==> src/source/dsp_pkg.sv <==
//##########################################################
// shared widths, counts and sequencer states for the dsp core
// referenced by scoped names from every rtl module
//##########################################################

package dsp_pkg;

	// processor cores feeding done and idle flags
	localparam int NPROC = 4;

	// readout channels, one accumulator each
	localparam int NCHAN = 4;

	// first NCHAN_G1 channels belong to group 1
	localparam int NCHAN_G1 = 2;

	// adc lanes
	localparam int NADC = 2;

	// signed adc or baseband sample
	typedef logic signed [15:0] sample_t;

	// signed accumulator result, also the buffer word
	typedef logic signed [31:0] acc_t;

	// accumulation buffer address, 256 entries
	typedef logic [7:0] accbuf_addr_t;

	// shot counter and nshot setting
	typedef logic [31:0] shot_cnt_t;

	// baseband source select
	// 0 own adc, 1 other adc, 2 and 3 give zero
	typedef logic [1:0] src_sel_t;

	// sequencer states, gray-ish walk through one shot
	typedef enum logic [3:0] {
		idle      = 4'b0000,
		start     = 4'b0001,
		proc_run  = 4'b0011,
		elem_busy = 4'b0010,
		more_shot = 4'b0110,
		shot_add  = 4'b0111,
		done      = 4'b0101
	} seq_state_t;

endpackage

==> src/source/shot_sequencer.sv <==
//##########################################################
// multi-shot experiment sequencer
// releases cores from reset once per shot and counts shots
//##########################################################

`timescale 1ns/100ps

module shot_sequencer (
	input  logic                          dspif,
	input  logic                          rst_n,
	input  logic                          stb_start,
	input  dsp_pkg::shot_cnt_t            nshot,
	input  logic [dsp_pkg::NPROC-1:0]     proc_done,
	input  logic [dsp_pkg::NPROC-1:0]     elem_idle,
	output logic                          proc_reset,
	output dsp_pkg::shot_cnt_t            shot_cnt,
	output logic                          last_shot_done
);

	dsp_pkg::seq_state_t state;
	dsp_pkg::seq_state_t next_state;

	// nshot copy taken while idle
	dsp_pkg::shot_cnt_t nshot_r;

	// running shot index and its successor
	dsp_pkg::shot_cnt_t shot_idx;
	dsp_pkg::shot_cnt_t next_idx;

	// registered and of the per-core flags
	logic all_done_r;
	logic all_idle_r;

	// another shot is due after the current one
	logic more_shots;

	always_ff @(posedge dspif or negedge rst_n) begin
		if (!rst_n) begin
			state <= dsp_pkg::idle;
		end else begin
			state <= next_state;
		end
	end

	always_comb begin
		next_state = dsp_pkg::idle;
		case (state)
			dsp_pkg::idle:      next_state = stb_start ? dsp_pkg::start : dsp_pkg::idle;
			dsp_pkg::start:     next_state = dsp_pkg::proc_run;
			// wait for every core to finish its program
			dsp_pkg::proc_run:  next_state = all_done_r ? dsp_pkg::elem_busy : dsp_pkg::proc_run;
			// then for every signal element to drain
			dsp_pkg::elem_busy: next_state = all_idle_r ? dsp_pkg::more_shot : dsp_pkg::elem_busy;
			dsp_pkg::more_shot: next_state = more_shots ? dsp_pkg::shot_add : dsp_pkg::done;
			dsp_pkg::shot_add:  next_state = dsp_pkg::start;
			dsp_pkg::done:      next_state = dsp_pkg::idle;
			default:            next_state = dsp_pkg::idle;
		endcase
	end

	// flags and lookahead count, settled long before more_shot
	always_ff @(posedge dspif or negedge rst_n) begin
		if (!rst_n) begin
			all_done_r <= 1'b0;
			all_idle_r <= 1'b0;
			next_idx   <= '0;
			more_shots <= 1'b0;
		end else begin
			all_done_r <= &proc_done;
			all_idle_r <= &elem_idle;
			next_idx   <= shot_idx + 1'b1;
			// nshot of zero means run until reset
			more_shots <= (next_idx != nshot_r) || (nshot_r == '0);
		end
	end

	// outputs decoded from the next state so they switch with it
	always_ff @(posedge dspif or negedge rst_n) begin
		if (!rst_n) begin
			proc_reset     <= 1'b1;
			last_shot_done <= 1'b0;
			shot_idx       <= '0;
			shot_cnt       <= '0;
			nshot_r        <= '0;
		end else begin
			last_shot_done <= (next_state == dsp_pkg::done);
			case (next_state)
				dsp_pkg::idle: begin
					proc_reset <= 1'b1;
					shot_idx   <= '0;
					nshot_r    <= nshot;
				end
				// cores run only in these two
				dsp_pkg::start, dsp_pkg::proc_run: begin
					proc_reset <= 1'b0;
				end
				dsp_pkg::shot_add: begin
					proc_reset <= 1'b1;
					// publish the index of the shot just finished
					shot_cnt   <= shot_idx;
					shot_idx   <= next_idx;
				end
				dsp_pkg::done: begin
					proc_reset <= 1'b1;
					shot_idx   <= '0;
				end
				default: begin
					proc_reset <= 1'b1;
				end
			endcase
		end
	end

	// cores stay in reset whenever no experiment runs
	a_idle_reset: assert property (@(posedge dspif) disable iff (!rst_n)
		(state == dsp_pkg::idle) |-> proc_reset)
		else $error("proc_reset low while sequencer idle");

	// end of experiment is a single-cycle pulse
	a_done_pulse: assert property (@(posedge dspif) disable iff (!rst_n)
		last_shot_done |=> !last_shot_done)
		else $error("last_shot_done held longer than one cycle");

endmodule

==> src/source/readout_front.sv <==
//##########################################################
// readout front end, registers adc lanes and picks the
// baseband source per group, gates delayed to stay aligned
//##########################################################

`timescale 1ns/100ps

module readout_front (
	input  logic                          dspif,
	input  logic                          rst_n,
	input  dsp_pkg::sample_t              adc [dsp_pkg::NADC],
	input  dsp_pkg::src_sel_t             group1_sel,
	input  dsp_pkg::src_sel_t             group2_sel,
	input  logic [dsp_pkg::NCHAN-1:0]     gate,
	output dsp_pkg::sample_t              bb [dsp_pkg::NCHAN],
	output logic [dsp_pkg::NCHAN-1:0]     bb_gate
);

	// stage 1 lanes
	dsp_pkg::sample_t adc_r [dsp_pkg::NADC];
	// stage 2 per-group baseband
	dsp_pkg::sample_t bb_g1;
	dsp_pkg::sample_t bb_g2;
	logic [dsp_pkg::NCHAN-1:0] gate_d1;

	function automatic dsp_pkg::sample_t pick_src(
		input dsp_pkg::src_sel_t sel,
		input dsp_pkg::sample_t  own,
		input dsp_pkg::sample_t  other
	);
		case (sel)
			2'd0:    pick_src = own;
			2'd1:    pick_src = other;
			default: pick_src = '0;
		endcase
	endfunction

	always_ff @(posedge dspif) begin
		adc_r <= adc;
		// group 1 owns adc0, group 2 owns adc1
		bb_g1 <= pick_src(group1_sel, adc_r[0], adc_r[1]);
		bb_g2 <= pick_src(group2_sel, adc_r[1], adc_r[0]);
	end

	// two gate stages to match the sample path
	always_ff @(posedge dspif or negedge rst_n) begin
		if (!rst_n) begin
			gate_d1 <= '0;
			bb_gate <= '0;
		end else begin
			gate_d1 <= gate;
			bb_gate <= gate_d1;
		end
	end

	// fan each group baseband out to its channels
	for (genvar i = 0; i < dsp_pkg::NCHAN; i++) begin : g_fan
		if (i < dsp_pkg::NCHAN_G1) begin : g_grp1
			assign bb[i] = bb_g1;
		end else begin : g_grp2
			assign bb[i] = bb_g2;
		end
	end

endmodule

==> src/source/gated_accumulator.sv <==
//##########################################################
// per-channel gated integrator
// sums baseband while the gate is high and strobes the sum out
//##########################################################

`timescale 1ns/100ps

module gated_accumulator (
	input  logic              dspif,
	input  logic              rst_n,
	input  dsp_pkg::sample_t  bb,
	input  logic              bb_gate,
	output logic              result_valid,
	output dsp_pkg::acc_t     result
);

	// gate one cycle back for edge detection
	logic gate_d;

	// running sum
	dsp_pkg::acc_t acc;

	// sign-extended sample
	dsp_pkg::acc_t bb_ext;

	// base is zero on the first gated sample
	dsp_pkg::acc_t acc_base;

	logic gate_fall;

	assign bb_ext    = dsp_pkg::acc_t'(bb);
	assign acc_base  = gate_d ? acc : '0;
	assign gate_fall = gate_d & ~bb_gate;

	always_ff @(posedge dspif or negedge rst_n) begin
		if (!rst_n) begin
			gate_d       <= 1'b0;
			result_valid <= 1'b0;
		end else begin
			gate_d       <= bb_gate;
			// strobe one cycle after the gate drops
			result_valid <= gate_fall;
		end
	end

	always_ff @(posedge dspif) begin
		if (bb_gate) begin
			acc <= acc_base + bb_ext;
		end
		// acc already holds the last gated sample here
		if (gate_fall) begin
			result <= acc;
		end
	end

	// one gate window gives exactly one strobe
	a_single_strobe: assert property (@(posedge dspif) disable iff (!rst_n)
		result_valid |=> !result_valid)
		else $error("result_valid on consecutive cycles");

endmodule

==> src/source/accbuf_writer.sv <==
//##########################################################
// accumulation buffer write port for one channel
// address locks on the last entry, resetacc rewinds it
//##########################################################

`timescale 1ns/100ps

module accbuf_writer (
	input  logic                   dspif,
	input  logic                   rst_n,
	input  logic                   resetacc,
	input  logic                   result_valid,
	input  dsp_pkg::acc_t          result,
	output logic                   accbuf_we,
	output dsp_pkg::accbuf_addr_t  accbuf_addr,
	output dsp_pkg::acc_t          accbuf_data,
	output logic                   meas,
	output logic                   meas_valid
);

	// resetacc after one register stage
	logic resetacc_r;

	// address parked at the last entry
	logic locklast;

	assign locklast = &accbuf_addr;

	always_ff @(posedge dspif or negedge rst_n) begin
		if (!rst_n) begin
			resetacc_r  <= 1'b0;
			accbuf_we   <= 1'b0;
			accbuf_addr <= '0;
			meas        <= 1'b0;
			meas_valid  <= 1'b0;
		end else begin
			resetacc_r <= resetacc;
			accbuf_we  <= result_valid;
			// step after each write, hold at 255
			if (resetacc_r) begin
				accbuf_addr <= '0;
			end else if (accbuf_we && !locklast) begin
				accbuf_addr <= accbuf_addr + 1'b1;
			end
			// threshold on the real axis sign
			meas       <= accbuf_data[31];
			meas_valid <= accbuf_we;
		end
	end

	always_ff @(posedge dspif) begin
		if (result_valid) begin
			accbuf_data <= result;
		end
	end

	// only resetacc may bring a full buffer back to 0
	a_no_wrap: assert property (@(posedge dspif) disable iff (!rst_n)
		(locklast && !resetacc_r) |=> locklast)
		else $error("accbuf address wrapped without resetacc");

endmodule

==> src/source/dsp_top.sv <==
//##########################################################
// dsp core top, shot sequencer plus readout chain
// per channel: front end, gated accumulator, buffer writer
//##########################################################

`timescale 1ns/100ps

module dsp_top (
	input  logic                          dspif,
	input  logic                          rst_n,
	input  logic                          stb_start,
	input  dsp_pkg::shot_cnt_t            nshot,
	input  logic                          resetacc,
	input  logic [dsp_pkg::NPROC-1:0]     proc_done,
	input  logic [dsp_pkg::NPROC-1:0]     elem_idle,
	output logic                          proc_reset,
	output dsp_pkg::shot_cnt_t            shot_cnt,
	output logic                          last_shot_done,
	input  dsp_pkg::sample_t              adc [dsp_pkg::NADC],
	input  dsp_pkg::src_sel_t             group1_sel,
	input  dsp_pkg::src_sel_t             group2_sel,
	input  logic [dsp_pkg::NCHAN-1:0]     gate,
	output logic [dsp_pkg::NCHAN-1:0]     accbuf_we,
	output dsp_pkg::accbuf_addr_t         accbuf_addr [dsp_pkg::NCHAN],
	output dsp_pkg::acc_t                 accbuf_data [dsp_pkg::NCHAN],
	output logic [dsp_pkg::NCHAN-1:0]     meas,
	output logic [dsp_pkg::NCHAN-1:0]     meas_valid
);

	// aligned baseband and gates
	dsp_pkg::sample_t          bb [dsp_pkg::NCHAN];
	logic [dsp_pkg::NCHAN-1:0] bb_gate;

	// accumulator strobes and sums
	logic [dsp_pkg::NCHAN-1:0] result_valid;
	dsp_pkg::acc_t             result [dsp_pkg::NCHAN];

	shot_sequencer u_seq (
		.dspif          (dspif),
		.rst_n          (rst_n),
		.stb_start      (stb_start),
		.nshot          (nshot),
		.proc_done      (proc_done),
		.elem_idle      (elem_idle),
		.proc_reset     (proc_reset),
		.shot_cnt       (shot_cnt),
		.last_shot_done (last_shot_done)
	);

	readout_front u_front (
		.dspif      (dspif),
		.rst_n      (rst_n),
		.adc        (adc),
		.group1_sel (group1_sel),
		.group2_sel (group2_sel),
		.gate       (gate),
		.bb         (bb),
		.bb_gate    (bb_gate)
	);

	for (genvar i = 0; i < dsp_pkg::NCHAN; i++) begin : g_chan
		gated_accumulator u_acc (
			.dspif        (dspif),
			.rst_n        (rst_n),
			.bb           (bb[i]),
			.bb_gate      (bb_gate[i]),
			.result_valid (result_valid[i]),
			.result       (result[i])
		);

		accbuf_writer u_wr (
			.dspif        (dspif),
			.rst_n        (rst_n),
			.resetacc     (resetacc),
			.result_valid (result_valid[i]),
			.result       (result[i]),
			.accbuf_we    (accbuf_we[i]),
			.accbuf_addr  (accbuf_addr[i]),
			.accbuf_data  (accbuf_data[i]),
			.meas         (meas[i]),
			.meas_valid   (meas_valid[i])
		);
	end

endmodule

==> config.mk <==
export PLATFORM = sky130hd
export DESIGN_NAME = dsp_top
export DESIGN_NICKNAME = d
export VERILOG_FILES = /design/src/source/dsp_pkg.sv /design/src/source/shot_sequencer.sv /design/src/source/readout_front.sv /design/src/source/gated_accumulator.sv /design/src/source/accbuf_writer.sv /design/src/source/dsp_top.sv
export SDC_FILE = /design/constraint.sdc
export NUM_CORES = 1
export LEC_CHECK = 0
export ABC_AREA = 1
export BUFFER_PORTS_ARGS = -buffer_cell sky130_fd_sc_hd__buf_2
export CAP_MARGIN = 20
export CORE_ASPECT_RATIO = 0.6
export CORE_MARGIN = 3
export CORE_UTILIZATION = 55
export DETAILED_ROUTE_END_ITERATION = 8
export PLACE_DENSITY = 0.74
export SLEW_MARGIN = 20
export SYNTH_ARGS = -nofsm -noshare
export SYNTH_HDL_FRONTEND = slang
export SYNTH_SLANG_ARGS = --single-unit
==> constraint.sdc <==
create_clock -name dspif -period 6.1 [get_ports dspif]
set_clock_uncertainty 0.15 [all_clocks]
set_input_delay 0 -clock dspif [delete_from_list [all_inputs] [get_ports dspif]]
set_output_delay 0 -clock dspif [all_outputs]
set_load 0.005 [all_outputs]
==> results of run 1 <==
area by class of cell:
cell class | instances | area [sq um] | area share
antenna | 1 | 2.50 | 0.0000658
clock buffer | 83 | 1700 | 0.0446
clock inverter | 23 | 235 | 0.00619
inverter | 756 | 2840 | 0.0746
multi-input combinational | 2319 | 11400 | 0.301
sequential | 645 | 17700 | 0.467
tap | 770 | 963 | 0.0253
timing repair buffer | 457 | 3120 | 0.0820
registers in the layout, summed over array words and instances, names as in the netlist, 16 cells and up:
name	cells
g_chan.u_wr.accbuf_data	128
u_seq.shot_idx	32
u_seq.nshot_r	32
g_chan.u_wr.accbuf_addr	32
u_front.adc_r	32
u_front.bb_g1	16
u_front.bb_g2	16
g_chan.u_acc.result	128
u_seq.next_idx	32
g_chan.u_acc.acc	128
u_seq.shot_cnt	32
critical path, stage by stage (launching register included):
cell and delay, ns:
dfxtp_1 0.92, buf_4 0.42, ha_1 0.36, nand2_1 0.15
inv_1 0.06, a21oi_1 0.26, nor2_1 0.07, nor2_1 0.18
nand3_1 0.11, nand2_1 0.07, nand2_1 0.04
power by group through the flow:
stage / Combinational (mW) / Sequential (mW) / Clock (mW)
6_report: 1.65 / 5.44 / 3.74
5_1_grt: 1.84 / 5.48 / 3.97
4_1_cts: 1.61 / 5.43 / 3.80
3_5_place_dp: 1.52 / 5.52 / 0
3_3_place_gp: 1.48 / 5.51 / 0
2_1_floorplan: 1.07 / 5.39 / 0
worst min-delay path by stage:
stage	start	end	slack (ns)	cells past startpoint
5_1_grt	nshot[19]	u_seq.nshot_r[19]$_DFFE_PN0N_	0.02	4
3_3_place_gp	rst_n	u_seq.nshot_r[30]$_DFFE_PN0N_	-0.1	1
2_1_floorplan	rst_n	g_chan[0].u_acc.gate_d$_DFF_PN0_	-0.45	0
6_report	nshot[10]	u_seq.nshot_r[10]$_DFFE_PN0N_	0.03	4
3_5_place_dp	rst_n	u_seq.nshot_r[30]$_DFFE_PN0N_	-0.1	1
4_1_cts	nshot[10]	u_seq.nshot_r[10]$_DFFE_PN0N_	0.0003	4
per-stage QoR:
stage               utilization  instance area [sq um]
floorplan                     -                  32300
global route              0.658                  38000
global placement          0.598                  34600
CTS                       0.658                  38000
finish                    0.658                  38000
detailed placement        0.598                  34600
logic make-up after synthesis:
family,Yosys count,synth area share
flip-flops,645,0.549
AO/OA/AOI/OAI,252,0.0459
buffers and inverters,816,0.0980
XOR/XNOR,125,0.0339
AND/OR/NAND/NOR,1809,0.221
adder cells (fa/ha/maj),133,0.0524
what timing repair did:
action                                  4_1_cts  5_1_grt
endpoints found under the setup margin        0        0
endpoints found under the hold margin       204        0
setup buffers                                 0        0
hold buffers                                149        0
per-layer routing:
metal  GRT usage  vias to the layer above  part of all wire
met4      0.0639                        0             0.020
met1       0.447                    11900              0.49
met5           0                        -                 0
met3      0.0657                      104              0.11
li1            -                    12600                 -
met2       0.360                     1138              0.38
layout by cell type (no fill, tap or decap), types with 41 or more instances in the layout:
master	n
nand2_1	1390
inv_1	743
edfxtp_1	384
buf_2	288
nor2_1	213
dfrtp_1	192
dlygate4sd3_1	148
ha_1	129
nand3_1	126
a21oi_1	121
xor2_1	109
dfxtp_1	64
clkbuf_16	60
nor3_1	41
==> metrics.txt, run 1 <==
status=finished clean; CTS tree=built; crit path time final=3.07 ns; vias in the first global route=23600; synth cell count leaders=nand2_1 (1390), inv_1 (743), edfxtp_1 (384), nor2_1 (217), dfrtp_1 (196); worst slew pin tran=1.07 ns; Clock Power Share=0.345; Synth area leader=edfxtp_1; Gate Count Post-Synth=3780; Worst Setup Start Kind=register; unrepaired setup endpoints after global routing=false; nets@finish=4452; VDD IR-drop max=0.229 mV; Reg clk slew, reported paths=0.07 ns; Vias per Instance=5.09; most common cell in the netlist=nand2_1; r2r startpoint=u_front.bb_g2[15]$_DFF_P_; sequential share of power=0.502; # setup viols final=0; Hold Crit Class=in2reg; CTS Root Cell=clkbuf_16; vias post-DR=25700; num rows=68; final setup margin=3.03 ns; Iteration-0 DRC Markers=2900; placed cell count=4797; Area Overhead vs Synth=17.7%; Die Y=194 um; post-synthesis sequential area ratio=0.549; critical path class=reg2reg; ys flop type=edfxtp_1; critical-path maximum fanout=18; worst endpoint required time=6.34 ns; Mapped Avg Cell Area=8.55 sq um; Non-Filler Instances=5054; fmax=0.326 GHz; cts repair resizes=0; PwrDens=285 mW/mm^2; Sw Share=0.277; asr flop ratio synth=0.305; first-pass GRT wire length=132000 um; Post-synth EDFFs=384; Area contributors post-synth=edfxtp_1 (36%), nand2_1 (16%), dfrtp_1 (15%); Lkg Pwr=20.1 nW; initial antenna violation count=2; Yosys Warn Count=0; I/O pin count=290; core area=0.0578 sq mm; Synth top area share=0.357; Tcrit/Tclk final=0.503; worst slack, placed=3.11 ns; total track usage=0.273; die extent in x=319 um; Initial Utilization=0.559; gpl congestion=0.971; fraction of layout cells with a size suffix above 1=0.110; Pint=7.82 mW; DP HPWL=62600 um; reg-to-reg endpoint=g_chan[3].u_acc.acc[24]$_DFFE_PP_; Pwr Total=10.8 mW; H-tree Lvls=2; die area=0.0618 sq mm; largest net degree at the start of global routing=70; R2R Setup Slk=3.03 ns; sw power=3.00 mW; Final Hold Slack=0.0264 ns; crit path from=u_front.bb_g2[15]$_DFF_P_; crit path to=g_chan[3].u_acc.acc[24]$_DFFE_PP_; grt total ovfl=0; post-synth net total=3997; Critical Path End Type=register; CTS Buf Count=56; Final Hold Viols=0; remaining antenna violation count=0; fin. max-slew vios=0; Yosys cell types=38; CTS sink cnt=645; first drt pass iteration count=8; WP data arrival=3.31 ns; # fillers=4682; DR DRC count=0; I/O Buffers=289; Max-Cap Viols=0; worst-skew pair later-pin latency=0.63 ns; Rel. slew slack=0.288; WL/cell=16.9 um; flops & latches, synth=645; final WL=85600 um; Clock Path Buffers=3; Reg2Reg Depth=10; Gate power share=0.152; setup TNS=0 ns; Netlist Area Pre-Place=0.0323 sq mm
(Power assumes the default switching activity.)
==> run 2: changes to the inputs <==
clock period = 2.9 ns   (was 6.1 ns; I/O delays follow)
==> run 2 against run 1 <==
Fmax up 15%. Sequential share of layout area down 0.34 points. Setup slack worse by 2.8 ns. Via count up 0.75%. Worst hold slack better by 0.015 ns. Clock power up 120%. Routed wire length up 0.70%. Clock-buffer cell count down 10. Final area up 0.72%.
==> metrics.txt, run 2 (same netlist as run 1, synthesis figures left out) <==
Hold Path End=u_seq.nshot_r[16]$_DFFE_PN0N_; Critical Path End Type=register; Rel. slew slack=0.412 (+0.124); H-tree Lvls=2 (unchanged); Gate power share=0.154 (+0.002); Tcrit/Tclk final=0.923 (+0.420); worst endpoint required time=3.15 ns (-3.19 ns); PwrDens=600 mW/mm^2 (+110%); Iteration-0 DRC Markers=3035 (+4.7%); fraction of layout cells with a size suffix above 1=0.113 (+0.00300); initial antenna violation count=1 (-1); placed cell count=4810 (+0.27%); # setup viols final=0 (unchanged); most frequent cells in the layout=nand2_1 (1390), inv_1 (743), edfxtp_1 (384), buf_2 (288), nor2_1 (213); DR DRC count=0 (unchanged); commonest non-fill, non-tap cell in the layout=nand2_1; Reg2Reg Depth=14 (+4); Initial Utilization=0.559 (unchanged); Final Hold Viols=0 (unchanged); vias in the first global route=23800 (+0.91%); Area Overhead vs Synth=18.5%; CTS Buf Count=56 (unchanged); nets@finish=4471 (+0.43%); I/O Buffers=289 (unchanged); vias post-DR=25900 (+0.75%); Non-Filler Instances=5072 (+0.36%); core area=0.0578 sq mm (unchanged); Die Y=194 um (unchanged); min-delay src=nshot[16]; Lkg Pwr=20.2 nW (+0.62%); critical-path maximum fanout=24 (+6); die area=0.0618 sq mm (unchanged); status=finished clean; remaining antenna violation count=0 (unchanged); top flop regs=g_chan.u_acc.acc: 128 flops, g_chan.u_acc.result: 128 flops, g_chan.u_wr.accbuf_data: 128 flops; worst slew pin tran=0.880 ns (-0.186 ns); CTS sink cnt=645 (unchanged); setup TNS=0 ns (unchanged); Clock Path Buffers=3 (unchanged); VDD IR-drop max=0.495 mV (+120%); Worst Setup Start Kind=register; CTS Root Cell=clkbuf_16; first-pass GRT wire length=134000 um (+1.1%); critical path class=reg2reg; Final Hold Slack=0.0413 ns (+0.0149 ns); WL/cell=17.0 um (+0.34%); unrepaired setup endpoints after global routing=false; gpl congestion=0.975 (+0.37%); first drt pass iteration count=5 (-3); Hold Crit Class=in2reg; reg-to-reg endpoint=g_chan[3].u_acc.acc[27]$_DFFE_PP_; Vias per Instance=5.11 (+0.40%); ant diodes=0 (-1); sw power=6.32 mW (+110%); final setup margin=0.224 ns (-2.81 ns); grt total ovfl=0 (unchanged); crit path time final=2.68 ns (-0.393 ns); worst-skew pair later-pin latency=0.63 ns (about the same); WP data arrival=2.92 ns (-0.39 ns); R2R Setup Slk=0.22 ns (-2.81 ns); DP HPWL=62900 um (+0.50%); Sw Share=0.275 (-0.00261); Max-Cap Viols=0 (unchanged); CTS tree=built; fin. max-slew vios=0 (unchanged); Pint=16.7 mW (+110%); Reg clk slew, reported paths=0.07 ns (about the same); largest net degree at the start of global routing=71 (+1.4%); Clock Power Share=0.350 (+0.005); die extent in x=319 um (unchanged); total track usage=0.276 (+0.00293); r2r startpoint=g_chan[3].u_acc.gate_d$_DFF_PN0_; I/O pin count=290 (unchanged); WHS Path Cells=4 (unchanged); sequential share of power=0.496 (-0.006); num rows=68 (unchanged); worst slack, placed=0.155 ns (-2.96 ns); fmax=0.374 GHz (+15%); final WL=86200 um (+0.70%)
-- run 2: routing by layer --
layer / wire, um / share of wire / up-vias / track usage
met5: 19 / 0.00022 / - / 0
met4: 2010 / 0.023 / 2 / 0.0728
met3: 9130 / 0.11 / 130 / 0.0670
met1: 41900 / 0.49 / 11900 / 0.448
met2: 33200 / 0.38 / 1149 / 0.364
li1: - / - / 12700 / -
-- run 2: layout make-up --
class,count,area (sq um)
clock buffer,73,1600
clock inverter,33,383
fill,4705,19500
inverter,756,2840
multi-input combinational,2319,11400
sequential,645,17700
tap,770,963
timing repair buffer,476,3350
-- run 2: timing repair --
| item | in CTS | in global routing |
|---|---|---|
| endpoints found under the hold margin | 303 | 0 |
| endpoints found under the setup margin | 0 | 16 |
| resized for setup | 0 | 2 |
| hold buffers | 156 | 0 |
| buffers inserted | 0 | 0 |
-- run 2: through the flow --
stage	instance area [sq um]	total power, mW	util
CTS	38300	23.0	0.663
floorplan	32300	13.6	-
global placement	34700	14.7	0.601
global route	38300	24.0	0.663
detailed placement	34700	14.8	0.601
finish	38300	23.0	0.663
-- run 2: power by group through the flow --
stage | clock (mW) | combinational, mW | sequential (mW)
5_1_grt | 8.54 | 3.96 | 11.5
6_report | 8.05 | 3.53 | 11.4
3_5_place_dp | 0 | 3.25 | 11.6
3_3_place_gp | 0 | 3.18 | 11.5
2_1_floorplan | 0 | 2.25 | 11.3
4_1_cts | 8.21 | 3.44 | 11.4
-- run 2: worst max path at each step --
| stage | start | end | slack [ns] |
|---|---|---|---|
| finish | g_chan[3].u_acc.gate_d$_DFF_PN0_ | g_chan[3].u_acc.acc[27]$_DFFE_PP_ | 0.22 |
| global route | g_chan[3].u_acc.gate_d$_DFF_PN0_ | g_chan[3].u_acc.acc[21]$_DFFE_PP_ | 0.07 |
| CTS | g_chan[0].u_acc.gate_d$_DFF_PN0_ | g_chan[0].u_acc.acc[31]$_DFFE_PP_ | 0.13 |
| detailed placement | g_chan[0].u_acc.gate_d$_DFF_PN0_ | g_chan[0].u_acc.acc[31]$_DFFE_PP_ | 0.15 |
| global placement | g_chan[0].u_acc.gate_d$_DFF_PN0_ | g_chan[0].u_acc.acc[31]$_DFFE_PP_ | 0.22 |
| floorplan | u_front.bb_gate[3]$_DFF_PN0_ | g_chan[3].u_acc.result[0]$_DFFE_PP_ | 0.03 |
-- run 2: critical path, cell delays in order, from the launching register on --
cell     delay [ns]
dfrtp_1        0.43
buf_4          0.33
nand2_1        0.10
inv_1          0.08
ha_1           0.27
nand2_1        0.14
inv_1          0.07
nand2_1        0.06
nand2_1        0.11
a21oi_1        0.15
nand2_1        0.22
nand2_1        0.17
nand2_1        0.07
nand2_1        0.06
nand2_1        0.04
